--- src/hw/robot_follow_pkg.sv ---
`default_nettype none

package robot_follow_pkg;

	// steering outputs, encoding fixed by the motor side
	typedef enum logic [2:0] {
		stop       = 3'd0,
		fast_left  = 3'd1,
		left       = 3'd2,
		straight   = 3'd3,
		right      = 3'd4,
		fast_right = 3'd5
	} drive_cmd_e;

	// one NEC word, raw or split into its fields
	typedef union packed {
		logic [31:0] raw;
		struct packed {
			logic [7:0]  command_inv;
			logic [7:0]  command;
			logic [15:0] address;
		} fields;
	} ir_frame_u;

	// remote button codes
	localparam logic [7:0] IR_CMD_STOP = 8'h12;
	localparam logic [7:0] IR_CMD_GO   = 8'h16;
	localparam logic [7:0] IR_CMD_FAR  = 8'h1a;
	localparam logic [7:0] IR_CMD_NEAR = 8'h1e;

	// follow distance range and step
	localparam logic [7:0] FOLLOW_MIN  = 8'd20;
	localparam logic [7:0] FOLLOW_MAX  = 8'd100;
	localparam logic [7:0] FOLLOW_STEP = 8'd10;

	// wishbone word addresses
	localparam logic [1:0] REG_LEFT   = 2'd0;
	localparam logic [1:0] REG_RIGHT  = 2'd1;
	localparam logic [1:0] REG_STATUS = 2'd2;

endpackage

`default_nettype wire
--- src/hw/robot_follow.sv ---
`timescale 1ns/1ns
`default_nettype none

module robot_follow #(
	parameter int          FOV                 = 25,
	parameter int          CLKS_PER_UNIT       = 28125,
	parameter logic [15:0] REMOTE_ADDR         = 16'h6b86,
	parameter int          DEFAULT_DISTANCE    = 20,
	parameter int          DEFAULT_LEFT_BOUND  = 8,
	parameter int          DEFAULT_RIGHT_BOUND = 15,
	parameter int          TURN_MARGIN         = 4
) (
	input  wire                          clk,
	input  wire                          rst_n,
	input  wire                          ir_rx,
	input  wire                          cam_red,
	input  wire                          cam_valid,
	input  wire                          cam_line_end,
	input  wire  [7:0]                   range_sample,
	input  wire                          range_valid,
	input  wire                          wb_cyc,
	input  wire                          wb_stb,
	input  wire                          wb_we,
	input  wire  [1:0]                   wb_adr,
	input  wire  [7:0]                   wb_dat_w,
	output logic [15:0]                  wb_dat_r,
	output logic                         wb_ack,
	output robot_follow_pkg::drive_cmd_e drive_command,
	output logic [7:0]                   follow_distance
);

	// column index needs room for FOV itself
	localparam int DIR_W = $clog2(FOV) + 1;

	robot_follow_pkg::ir_frame_u ir_frame;
	logic                        ir_data_ready;
	logic [7:0]                  average_distance;
	logic [DIR_W-1:0]            detected_direction;
	logic                        no_red;
	logic [DIR_W-1:0]            left_bound;
	logic [DIR_W-1:0]            right_bound;
	logic                        bot_off;

	// remote decoder
	ir_nec_receiver #(
		.CLKS_PER_UNIT (CLKS_PER_UNIT),
		.REMOTE_ADDR   (REMOTE_ADDR)
	) u_ir_nec_receiver (
		.clk           (clk),
		.rst_n         (rst_n),
		.ir_rx         (ir_rx),
		.ir_frame      (ir_frame),
		.ir_data_ready (ir_data_ready)
	);

	// ultrasonic smoothing
	range_averager u_range_averager (
		.clk              (clk),
		.rst_n            (rst_n),
		.range_sample     (range_sample),
		.range_valid      (range_valid),
		.average_distance (average_distance)
	);

	// red target position per camera line
	target_locator #(
		.FOV   (FOV),
		.DIR_W (DIR_W)
	) u_target_locator (
		.clk                (clk),
		.rst_n              (rst_n),
		.cam_red            (cam_red),
		.cam_valid          (cam_valid),
		.cam_line_end       (cam_line_end),
		.detected_direction (detected_direction),
		.no_red             (no_red)
	);

	// host registers
	follow_cfg_regs #(
		.DIR_W               (DIR_W),
		.DEFAULT_LEFT_BOUND  (DEFAULT_LEFT_BOUND),
		.DEFAULT_RIGHT_BOUND (DEFAULT_RIGHT_BOUND)
	) u_follow_cfg_regs (
		.clk             (clk),
		.rst_n           (rst_n),
		.wb_cyc          (wb_cyc),
		.wb_stb          (wb_stb),
		.wb_we           (wb_we),
		.wb_adr          (wb_adr),
		.wb_dat_w        (wb_dat_w),
		.wb_dat_r        (wb_dat_r),
		.wb_ack          (wb_ack),
		.drive_command   (drive_command),
		.follow_distance (follow_distance),
		.bot_off         (bot_off),
		.no_red          (no_red),
		.left_bound      (left_bound),
		.right_bound     (right_bound)
	);

	// steering decision
	drive_logic #(
		.DIR_W            (DIR_W),
		.DEFAULT_DISTANCE (DEFAULT_DISTANCE),
		.TURN_MARGIN      (TURN_MARGIN)
	) u_drive_logic (
		.clk                (clk),
		.rst_n              (rst_n),
		.no_red             (no_red),
		.detected_direction (detected_direction),
		.average_distance   (average_distance),
		.ir_frame           (ir_frame),
		.ir_data_ready      (ir_data_ready),
		.left_bound         (left_bound),
		.right_bound        (right_bound),
		.drive_command      (drive_command),
		.follow_distance    (follow_distance),
		.bot_off            (bot_off)
	);

endmodule

`default_nettype wire

--- src/hw/drive_logic.sv ---
`timescale 1ns/1ns
`default_nettype none

module drive_logic #(
	parameter int DIR_W            = 6,
	parameter int DEFAULT_DISTANCE = 20,
	parameter int TURN_MARGIN      = 4
) (
	input  wire                          clk,
	input  wire                          rst_n,
	input  wire                          no_red,
	input  wire  [DIR_W-1:0]             detected_direction,
	input  wire  [7:0]                   average_distance,
	input  wire robot_follow_pkg::ir_frame_u ir_frame,
	input  wire                          ir_data_ready,
	input  wire  [DIR_W-1:0]             left_bound,
	input  wire  [DIR_W-1:0]             right_bound,
	output robot_follow_pkg::drive_cmd_e drive_command,
	output logic [7:0]                   follow_distance,
	output logic                         bot_off
);

	// extra bit so margin sums cannot wrap
	localparam logic [DIR_W:0] MARGIN = (DIR_W + 1)'(TURN_MARGIN);

	robot_follow_pkg::drive_cmd_e next_state;
	robot_follow_pkg::drive_cmd_e current_state;
	logic                         too_close;
	logic [7:0]                   far_distance;
	logic [7:0]                   near_distance;
	logic [DIR_W:0]               dir_ext;

	// follow distance steps clamped at the ends
	assign far_distance = (follow_distance >= robot_follow_pkg::FOLLOW_MAX -
		robot_follow_pkg::FOLLOW_STEP) ? robot_follow_pkg::FOLLOW_MAX :
		follow_distance + robot_follow_pkg::FOLLOW_STEP;
	assign near_distance = (follow_distance <= robot_follow_pkg::FOLLOW_MIN +
		robot_follow_pkg::FOLLOW_STEP) ? robot_follow_pkg::FOLLOW_MIN :
		follow_distance - robot_follow_pkg::FOLLOW_STEP;

	assign dir_ext = {1'b0, detected_direction};

	assign drive_command = current_state;

	// remote buttons
	always_ff @(posedge clk) begin
		if (!rst_n) begin
			bot_off <= 1'b1;
			follow_distance <= 8'(DEFAULT_DISTANCE);
		end else if (ir_data_ready) begin
			case (ir_frame.fields.command)
				robot_follow_pkg::IR_CMD_STOP: bot_off <= 1'b1;
				robot_follow_pkg::IR_CMD_GO:   bot_off <= 1'b0;
				robot_follow_pkg::IR_CMD_FAR:  follow_distance <= far_distance;
				robot_follow_pkg::IR_CMD_NEAR: follow_distance <= near_distance;
				// other buttons do nothing
				default: ;
			endcase
		end
	end

	// three stage steering through too_close then next then current
	always_ff @(posedge clk) begin
		if (!rst_n) begin
			too_close <= 1'b0;
			next_state <= robot_follow_pkg::stop;
			current_state <= robot_follow_pkg::stop;
		end else begin
			too_close <= average_distance < follow_distance;
			current_state <= next_state;
			if (no_red || too_close || bot_off)
				next_state <= robot_follow_pkg::stop;
			else if (dir_ext + MARGIN < {1'b0, left_bound})
				next_state <= robot_follow_pkg::fast_left;
			else if (detected_direction < left_bound)
				next_state <= robot_follow_pkg::left;
			else if (dir_ext > {1'b0, right_bound} + MARGIN)
				next_state <= robot_follow_pkg::fast_right;
			else if (detected_direction > right_bound)
				next_state <= robot_follow_pkg::right;
			else
				next_state <= robot_follow_pkg::straight;
		end
	end

endmodule

`default_nettype wire

--- src/hw/follow_cfg_regs.sv ---
`timescale 1ns/1ns
`default_nettype none

module follow_cfg_regs #(
	parameter int DIR_W               = 6,
	parameter int DEFAULT_LEFT_BOUND  = 8,
	parameter int DEFAULT_RIGHT_BOUND = 15
) (
	input  wire                          clk,
	input  wire                          rst_n,
	input  wire                          wb_cyc,
	input  wire                          wb_stb,
	input  wire                          wb_we,
	input  wire  [1:0]                   wb_adr,
	input  wire  [7:0]                   wb_dat_w,
	output logic [15:0]                  wb_dat_r,
	output logic                         wb_ack,
	input  wire robot_follow_pkg::drive_cmd_e drive_command,
	input  wire  [7:0]                   follow_distance,
	input  wire                          bot_off,
	input  wire                          no_red,
	output logic [DIR_W-1:0]             left_bound,
	output logic [DIR_W-1:0]             right_bound
);

	logic        wb_req;
	logic        wb_held_q;
	logic [15:0] status_word;

	// only a fresh strobe is acked, a held one gets no second ack
	assign wb_req = wb_cyc && wb_stb && !wb_held_q;

	// command, off, no red, three spare bits, distance
	assign status_word = {drive_command, bot_off, no_red, 3'b000, follow_distance};

	always_ff @(posedge clk) begin
		if (!rst_n) begin
			wb_ack <= 1'b0;
			wb_held_q <= 1'b0;
			left_bound <= DIR_W'(DEFAULT_LEFT_BOUND);
			right_bound <= DIR_W'(DEFAULT_RIGHT_BOUND);
		end else begin
			wb_ack <= wb_req;
			// strobe seen on the previous clock
			wb_held_q <= wb_cyc && wb_stb;
			if (wb_req && wb_we) begin
				case (wb_adr)
					robot_follow_pkg::REG_LEFT:  left_bound <= wb_dat_w[DIR_W-1:0];
					robot_follow_pkg::REG_RIGHT: right_bound <= wb_dat_w[DIR_W-1:0];
					// status is read only so a write just acks
					default: ;
				endcase
			end
		end
	end

	// read mux sampled with the ack
	always_ff @(posedge clk) begin
		if (wb_req) begin
			case (wb_adr)
				robot_follow_pkg::REG_LEFT:   wb_dat_r <= 16'(left_bound);
				robot_follow_pkg::REG_RIGHT:  wb_dat_r <= 16'(right_bound);
				robot_follow_pkg::REG_STATUS: wb_dat_r <= status_word;
				default:                      wb_dat_r <= '0;
			endcase
		end
	end

endmodule

`default_nettype wire

--- src/hw/target_locator.sv ---
`timescale 1ns/1ns
`default_nettype none

module target_locator #(
	parameter int FOV   = 25,
	parameter int DIR_W = $clog2(FOV) + 1
) (
	input  wire              clk,
	input  wire              rst_n,
	input  wire              cam_red,
	input  wire              cam_valid,
	input  wire              cam_line_end,
	output logic [DIR_W-1:0] detected_direction,
	output logic             no_red
);

	logic [DIR_W-1:0] col_q;
	logic [DIR_W-1:0] first_q;
	logic [DIR_W-1:0] last_q;
	logic             seen_q;
	logic             red_hit;
	logic [DIR_W:0]   span_sum;

	// red pixel inside the field of view
	assign red_hit = cam_valid && cam_red && (col_q < FOV);

	// one extra bit so the halving is exact
	assign span_sum = {1'b0, first_q} + {1'b0, last_q};

	always_ff @(posedge clk) begin
		if (!rst_n) begin
			col_q <= '0;
			seen_q <= 1'b0;
			no_red <= 1'b1;
			detected_direction <= DIR_W'(FOV / 2);
		end else if (cam_line_end) begin
			col_q <= '0;
			seen_q <= 1'b0;
			no_red <= !seen_q;
			// blank line keeps the last heading
			if (seen_q)
				detected_direction <= span_sum[DIR_W:1];
		end else if (cam_valid) begin
			col_q <= col_q + 1'b1;
			if (red_hit)
				seen_q <= 1'b1;
		end
	end

	// first and last red column on this line
	always_ff @(posedge clk) begin
		if (red_hit) begin
			if (!seen_q)
				first_q <= col_q;
			last_q <= col_q;
		end
	end

endmodule

`default_nettype wire

--- src/hw/range_averager.sv ---
`timescale 1ns/1ns
`default_nettype none

module range_averager (
	input  wire        clk,
	input  wire        rst_n,
	input  wire  [7:0] range_sample,
	input  wire        range_valid,
	output logic [7:0] average_distance
);

	logic [7:0] hist_q [4];
	logic [9:0] sum_q;

	// sum of four, drop two bits for the mean
	assign average_distance = sum_q[9:2];

	always_ff @(posedge clk) begin
		if (!rst_n) begin
			// far away until real samples arrive
			for (int i = 0; i < 4; i++)
				hist_q[i] <= 8'hff;
			sum_q <= 10'd1020;
		end else if (range_valid) begin
			hist_q[0] <= range_sample;
			for (int i = 1; i < 4; i++)
				hist_q[i] <= hist_q[i-1];
			// add newest, retire oldest
			sum_q <= sum_q + 10'(range_sample) - 10'(hist_q[3]);
		end
	end

endmodule

`default_nettype wire

--- src/hw/ir_nec_receiver.sv ---
`timescale 1ns/1ns
`default_nettype none

module ir_nec_receiver #(
	parameter int          CLKS_PER_UNIT = 28125,
	parameter logic [15:0] REMOTE_ADDR   = 16'h6b86
) (
	input  wire                        clk,
	input  wire                        rst_n,
	input  wire                        ir_rx,
	output robot_follow_pkg::ir_frame_u ir_frame,
	output logic                       ir_data_ready
);

	// leader windows, 16 low and 8 high with two units slack
	localparam int LDR_LO_MIN = 14 * CLKS_PER_UNIT;
	localparam int LDR_LO_MAX = 18 * CLKS_PER_UNIT;
	localparam int LDR_HI_MIN = 6 * CLKS_PER_UNIT;
	localparam int LDR_HI_MAX = 10 * CLKS_PER_UNIT;
	// bit slots, a zero high ends below BIT_MAX
	localparam int BIT_MIN = CLKS_PER_UNIT / 2;
	localparam int BIT_MAX = 2 * CLKS_PER_UNIT;
	localparam int ONE_MAX = 4 * CLKS_PER_UNIT;
	localparam int CNT_W   = $clog2(LDR_LO_MAX + 2);

	typedef enum logic [2:0] {
		idle,
		leader_low,
		leader_high,
		bit_low,
		bit_high,
		check
	} rx_state_e;

	rx_state_e                   state_q;
	logic [1:0]                  sync_q;
	logic                        rx;
	logic [CNT_W-1:0]            cnt_q;
	logic [5:0]                  bit_cnt_q;
	logic                        bit_done;
	logic                        frame_ok;
	robot_follow_pkg::ir_frame_u shift_q;

	// line after the synchroniser
	assign rx = sync_q[1];

	// high slot closed with a legal width
	assign bit_done = (state_q == bit_high) && !rx && (cnt_q >= BIT_MIN) && (cnt_q <= ONE_MAX);

	// inverse byte must match and the address must be ours
	assign frame_ok = (shift_q.fields.command_inv == ~shift_q.fields.command) &&
		(shift_q.fields.address == REMOTE_ADDR);

	always_ff @(posedge clk) begin
		if (!rst_n) begin
			sync_q <= 2'b11;
			state_q <= idle;
			cnt_q <= '0;
			bit_cnt_q <= '0;
			ir_data_ready <= 1'b0;
		end else begin
			sync_q <= {sync_q[0], ir_rx};
			ir_data_ready <= 1'b0;
			// width of the current level, restarted at each edge
			cnt_q <= cnt_q + 1'b1;
			case (state_q)
				idle: begin
					cnt_q <= CNT_W'(1);
					if (!rx)
						state_q <= leader_low;
				end
				leader_low: begin
					if (rx) begin
						cnt_q <= CNT_W'(1);
						state_q <= (cnt_q >= LDR_LO_MIN) ? leader_high : idle;
					end else if (cnt_q > LDR_LO_MAX) begin
						state_q <= idle;
					end
				end
				leader_high: begin
					// repeat codes have a short high and fall out here
					if (!rx) begin
						cnt_q <= CNT_W'(1);
						bit_cnt_q <= '0;
						state_q <= (cnt_q >= LDR_HI_MIN) ? bit_low : idle;
					end else if (cnt_q > LDR_HI_MAX) begin
						state_q <= idle;
					end
				end
				bit_low: begin
					if (rx) begin
						cnt_q <= CNT_W'(1);
						if (cnt_q < BIT_MIN)
							state_q <= idle;
						else if (bit_cnt_q == 6'd32)
							// burst after the last bit is the stop bit
							state_q <= check;
						else
							state_q <= bit_high;
					end else if (cnt_q > BIT_MAX) begin
						state_q <= idle;
					end
				end
				bit_high: begin
					if (!rx) begin
						cnt_q <= CNT_W'(1);
						state_q <= bit_done ? bit_low : idle;
						if (bit_done)
							bit_cnt_q <= bit_cnt_q + 1'b1;
					end else if (cnt_q > ONE_MAX) begin
						state_q <= idle;
					end
				end
				check: begin
					ir_data_ready <= frame_ok;
					state_q <= idle;
				end
				default: state_q <= idle;
			endcase
		end
	end

	// lsb first, long high is a one
	always_ff @(posedge clk) begin
		if (bit_done)
			shift_q.raw <= {cnt_q >= BIT_MAX, shift_q.raw[31:1]};
		if (state_q == check)
			ir_frame <= shift_q;
	end

endmodule

`default_nettype wire

--- config.mk ---
export PLATFORM = sky130hd
export DESIGN_NAME = robot_follow
export DESIGN_NICKNAME = d
export VERILOG_FILES = /design/src/hw/robot_follow_pkg.sv /design/src/hw/robot_follow.sv /design/src/hw/drive_logic.sv /design/src/hw/follow_cfg_regs.sv /design/src/hw/target_locator.sv /design/src/hw/range_averager.sv /design/src/hw/ir_nec_receiver.sv
export SDC_FILE = /design/constraint.sdc
export NUM_CORES = 1
export LEC_CHECK = 0
export ABC_CLOCK_PERIOD_IN_PS = 5200
export BUFFER_PORTS_ARGS = -buffer_cell sky130_fd_sc_hd__buf_4
export CAP_MARGIN = 20
export CORE_ASPECT_RATIO = 1.1
export CORE_MARGIN = 2
export CORE_UTILIZATION = 45
export CTS_CLUSTER_SIZE = 28
export DETAILED_ROUTE_END_ITERATION = 10
export PLACE_DENSITY = 0.73
export SLEW_MARGIN = 20
export SYNTH_ARGS = -nofsm -noshare
export SYNTH_HDL_FRONTEND = slang
export SYNTH_SLANG_ARGS = --single-unit
--- constraint.sdc ---
create_clock -name clk -period 5.2 [get_ports clk]
set_input_delay 0.78 -clock clk [delete_from_list [all_inputs] [get_ports clk]]
set_output_delay 0.78 -clock clk [all_outputs]
set_load 0.01 [all_outputs]
# Word-level counts from Yosys, hierarchy flattened
# Memories as Yosys holds them, arrays and structs flattened.
# Index checks and enable logic that the tools add are counted.
dict set report word_totals {
  out_inout_bits 28
  regBits 169
  mem_bits_rw 32
  memories 1
}
dict set report op_classes {
  eq_ne 22
  n_mux 39
  n_lt_le_gt_ge 18
  reduce_logical 35
  add_sub_neg 10
  bitwise 7
}
# memory words width read_ports rd_clocked_by_memory_dff write_ports line_no
set mem_list {}
lappend mem_list {u_range_averager.hist_q 4 8 4 0 4 range_averager.sv:12} ;# logic [7:0] hist_q [4];
# cell n
set op_table {}
lappend op_table {{$pmux 19 s3} 1}
lappend op_table {{$mux 8} 6}
lappend op_table {{$pmux 16 s3} 1}
lappend op_table {{$gt 19x19->1 const B} 2}
lappend op_table {{$mux 19} 2}
lappend op_table {{$mux 3} 12}
lappend op_table {{$eq 8x5->1 const B} 4}
lappend op_table {{$add 19x1->19 const B} 1}
lappend op_table {{$ge 19x14->1 const B} 1}
lappend op_table {{$ge 19x16->1 const B} 1}
lappend op_table {{$ge 19x18->1 const B} 1}
lappend op_table {{$ge 19x19->1 const B} 1}
lappend op_table {{$gt 19x16->1 const B} 1}
lappend op_table {{$gt 19x17->1 const B} 1}
lappend op_table {{$le 19x17->1 const B} 1}
lappend op_table {{$lt 19x14->1 const B} 1}
lappend op_table {{$mux 6} 3}
lappend op_table {{$eq 16x15->1 const B} 1}
lappend op_table {{$pmux 8 s2} 1}
lappend op_table {{$reduce_and 2->1} 8}
lappend op_table {{$pmux 3 s5} 1}
lappend op_table {{$add 6x3->7 const B} 2}
lappend op_table {{$add 6x1->6 const B} 2}
lappend op_table {{$pmux 6 s2} 1}
lappend op_table {{other kinds (41)} 75}

# Longest topological paths before layout
dict set report depth {
  ltp_word 7
  depth_mapped 13
  depth_no_buf 13
}

# By module
# Synthesis repeated with hierarchy kept, for this count alone.
dict set report unflattened {
  cells_unflattened 935
  hier_area_um2 10201.0
}
# mod area_per_inst_um2 cells_each n_inst
set by_module_without_submodules {}
lappend by_module_without_submodules {ir_nec_receiver 4046.4 335 1}
lappend by_module_without_submodules {range_averager 2242.2 204 1}
lappend by_module_without_submodules {drive_logic 1552.7 192 1}
lappend by_module_without_submodules {follow_cfg_regs 1207.4 102 1}
lappend by_module_without_submodules {target_locator 1152.4 102 1}

# Worst setup path before layout
# Ideal clock, no wire load.
dict set report synth_path {
  path_type {reg2reg}
  start {register u_ir_nec_receiver.cnt_q[1]}
  end {register u_ir_nec_receiver.bit_cnt_q[4]}
  setup_ps 72
  period_less_slack_ps 3207
  stages_incl_launch_ff 9
  n_path_buf 1
  t_arrival_ps 3135
  setup_slack_ps 1993
  required_time_ps 5128
  path_cell_list {dfxtp_1 > buf_2 > and3_1 > o311ai_1 > o2111a_2 > a2111oi_4 > nor2_2 > or3_1 > a21oi_1}
}
dict set report synth_via {
  elab_chain_len 5
  word_cells_on_any_way 6
  classes_between {2 x order compare; 1 x eq/ne; 3 x reduce/logical}
}
# element line_no
set synth_rtl {}
lappend synth_rtl {{start: declaration} ir_nec_receiver.sv:38} ;# logic [CNT_W-1:0] cnt_q;
lappend synth_rtl {{start signal: assignment} ir_nec_receiver.sv:65} ;# cnt_q <= cnt_q + 1'b1;
lappend synth_rtl {{$ge 19x14->1} ir_nec_receiver.sv:48} ;# assign bit_done = (state_q == bit_high) && !rx && (cnt_q >= BIT_MIN) && (cnt_q <= ONE_MAX);
lappend synth_rtl {{$logic_and 1x1->1} ir_nec_receiver.sv:48}
lappend synth_rtl {{$logic_and 1x1->1 (*)} ir_nec_receiver.sv:48}
lappend synth_rtl {{via u_ir_nec_receiver.bit_done} ir_nec_receiver.sv:40} ;# logic bit_done;
lappend synth_rtl {{$ne 2x1->1 (no source line) (*)} n/a}
lappend synth_rtl {{$reduce_and 4->1 (no source line) (*)} n/a}
lappend synth_rtl {{end signal: assignment} ir_nec_receiver.sv:109} ;# bit_cnt_q <= bit_cnt_q + 1'b1;
lappend synth_rtl {{end: declaration} ir_nec_receiver.sv:39} ;# logic [5:0] bit_cnt_q;
# Mark *: on every way through the listed nets, which the timed path passes. The rest lies on a longest branch.
# A chain may end at the register's enable or synchronous reset.

# Worst setup path after layout
dict set report layout_path {
  start {input port range_sample[1]}
  end {register u_range_averager.sum_q[9]}
}
dict set report layout_via {
  elab_chain_len 2
}
# element line_no
set layout_rtl {}
lappend layout_rtl {{start: declaration} robot_follow.sv:19} ;# input wire [7:0] range_sample,
lappend layout_rtl {{$add 10x8->10} range_averager.sv:29} ;# sum_q <= sum_q + 10'(range_sample) - 10'(hist_q[3]);
lappend layout_rtl {{$sub 10x8->10} range_averager.sv:29}
lappend layout_rtl {{end signal: assignment} range_averager.sv:29}
lappend layout_rtl {{end: declaration} range_averager.sv:13} ;# logic [9:0] sum_q;
# No other way between the ends.

==> results by group <==
Timing
  – Worst-Margin Slew: about 1000 ps
  – Final Skew: ~9.5 ps
  – Maximum clock frequency: 0.337 GHz
  – Final hold vios: 0
  – Setup TNS: 0 ps
  – RSZ-0062 raised after global routing: false
  – Hold slack: between 400 and 500 ps
  – Max-slew headroom: between 30% and 40%
  – Max-slew violations: 0
  – Final setup fails: 0
  – Worst setup margin: 2240 ps
  – Final period demand of the worst path: around 3000 ps
  – Tcrit/Tclk final: 57.0%

Setup path
  – Kind of critical path: in -> reg
  – Slowest CP cell: fa_1
  – Worst setup SP type: input port
  – Top delay family on crit path: compound AO/OA/AOI/OAI gates
  – CP arrival: around 3300 ps
  – CP bufs+invs: 3
  – Worst path max stage delay: about 600 ps
  – Critical Path RT: about 5500 ps
  – CP Capture Type: flip-flop
  – Critical path peak fanout: 3
  – Worst path cell trace: buf_4 > inv_1 > fa_1 > inv_1 > ha_1 > a21oi_1 > a2bb2oi_1 > a21oi_1 > a211oi_1 > xnor2_1 > and3_1 > o21ai_0

Synth
  – Ys async rst share: 0%
  – Post-synth EDFFs: 97
  – Count of cell types in the netlist: 71
  – Mapped Area: roughly 9000 um^2
  – Top FF cell, synth: edfxtp_1
  – Synth Instances: between 800 and 900
  – Yosys reg bits: 181
  – Synth warn: 0
  – Sequential area share after synthesis: 50.8%
  – Avg Cell Area, Syn: roughly 10 um^2

Clock network
  – CTS Buffer Depth: 2
  – Cts bufs inserted: 17
  – H-tree levels: 4
  – Post-CTS Hold Buffers: 0
  – CTS root buf: clkbuf_16
  – Clock latency on the worst-skew pair: between 400 and 500 ps
  – CTS sink cnt: about 180
  – Reg clk slew, reported paths: about 70 ps
  – CTS resizes: 0
  – CTS tree: done
  – Postcts setup bufs: 0

Finish
  – Final nets: 1001
  – Area delta synth->final: 12.7%
  – Final non-filler cell area: roughly 10000 um^2
  – Layout cell share with drive strength beyond 1: about an eighth
  – Final Non-Filler Cells: roughly 1200
  – Final Util: between 50 and 60%

Outcome
  – Status: complete, no violations

Run
  – Maxcap violations: 0

Global route
  – Gr ovfl total: 0
  – Largest net degree at the start of global routing: 39
  – Vias in the first global route: around 5900
  – First-pass GRT wire length: 28500 um
  – Antenna violations before repair: 1
  – GRT Resource Usage Total: approximately 17%

Route
  – Final ANT Viol Nets: 0
  – Per-cell routed wire length: roughly 15 um
  – Via count: approximately 6300
  – Vias per inst: 5.35
  – Routed Wire Length: about 17000 um
  – # DRC: 0
  – Router iterations before antenna repair: 4
  – Drt first-iter violations: about 300

Floorplanning
  – Initial Util: a little under half
  – Die area: between 20000 and 25000 um^2
  – # IOs: between 50 and 60
  – Die X: between 100 and 150 um
  – Cell Rows: between 50 and 60
  – Die Height: 153 um
  – Core Box Area: ~20000 um^2

Pwr
  – Power per cell area: between 300 and 400 nW/um^2
  – Worst vdd ir: about 0.22 mV
  – Total Power Consumption: about 3.3 mW
  – Leakage: 3.77 nW

Placed design
  – Place WS: approximately 1900 ps
  – Final GP Congestion: 0.864
  – Placed Cells incl. Taps: roughly 1100
  – I/O Buffers: 49
  – Placed cell area: between 9000 and 10000 um^2
  – DP HPWL: 12100 um

Worst hold path
  – Worst Hold Class: reg -> reg
-- synth_stat cells (6+ instances only) --
master    instances  area share (%)
a211oi_1          6            0.50
nand2b_1          9            0.62
and3_1           10            0.69
nor2b_1          10            0.69
buf_2             6            0.33
a31oi_1           8            0.55
xor2_1           24             2.3
o21a_1            7            0.58
or2_2            25             1.7
or3_1             7            0.48
nand2_1          64             2.7
o211ai_1          7            0.58
ha_1             51             7.1
a21oi_1          39             2.2
buf_4             7            0.58
nor2_1           74             3.1
inv_1            71             2.9
and2_1           12            0.83
xnor2_1          21             2.0
mux2i_1          20             2.2
nor4_1           10            0.69
clkbuf_1         26             1.1
nand4_1          13            0.90
o21ai_0          37             2.0
fa_1              9             2.0
nor3_1           22             1.2
dfxtp_1          84              19
edfxtp_1         97              32
nand3_1          29             1.6
-- layout make-up --
type / count / area, um^2
fillers: 1765 / 9600
flip-flops and latches: 181 / 4590
multi-input cells: 587 / 4000
clock buffers: 20 / 447
repair buffers: 54 / 405
well taps: 252 / 315
inverters: 72 / 270
clock inverters: 12 / 165
diodes: 1 / 2.50
-- state kept, by name, summed over array words and instances (netlist names), 7 cells and up --
name	count
u_drive_logic.follow_distance	7
u_follow_cfg_regs.wb_dat_r	13
u_ir_nec_receiver.cnt_q	19
u_ir_nec_receiver.ir_frame	8
u_ir_nec_receiver.shift_q	32
u_range_averager.hist_q	32
u_range_averager.sum_q	10
-- layout by cell type (no fill, tap or decap), types with 12 or more instances in the layout --
cell        n
xnor2_1    21
nor3_1     22
clkbuf_16  17
a21oi_1    39
xor2_1     24
buf_4      54
or2_2      25
nand2_1    64
dfxtp_1    84
ha_1       51
and2_1     12
edfxtp_1   97
nor2_1     74
nand4_1    13
inv_1      71
o21ai_0    37
nand3_1    29
mux2i_1    20
-- power by group --
group	internal [mW]	total [mW]	switching [mW]	leakage, nW
combinational	0.167	0.368	0.201	2.05
clock	0.779	1.34	0.560	0.294
sequential	1.54	1.57	0.0299	1.42
total	2.49	3.28	0.791	3.77
-- routing by layer --
metal / global-route usage, % / wire (um) / vias up
met4: 6.01 / 257 / 0
met2: 27.5 / 8430 / 110
met5: 0 / 0 / -
met1: 21.3 / 7880 / 2993
li1: - / - / 3181
met3: 3.46 / 766 / 19
-- cell families after synthesis --
logic type,count (synthesis),synth area share (%)
XOR/XNOR,45,4.36
other,1,0.0414
AO/OA/AOI/OAI,154,11.2
flip-flops,181,50.8
buffers and inverters,116,5.35
AND/OR/NAND/NOR,304,17.0
adder cells (fa/ha/maj),60,9.04
multiplexers,20,2.21
-- worst paths after layout --
| kind | startpoint | endpoint | slack [ps] | depth (start not counted) |
|---|---|---|---|---|
| setup / recovery | range_sample[1] | u_range_averager.sum_q[9] | 2240 | 12 |
| hold / removal | u_ir_nec_receiver.sync_q[0] | u_ir_nec_receiver.sync_q[1] | 410 | 1 |
| setup reg to reg | u_ir_nec_receiver.cnt_q[2] | u_ir_nec_receiver.shift_q[31] | 2350 | 6 |
| hold reg to reg | u_ir_nec_receiver.sync_q[0] | u_ir_nec_receiver.sync_q[1] | 410 | 1 |
Note: power is estimated with default switching activity, not from simulation.
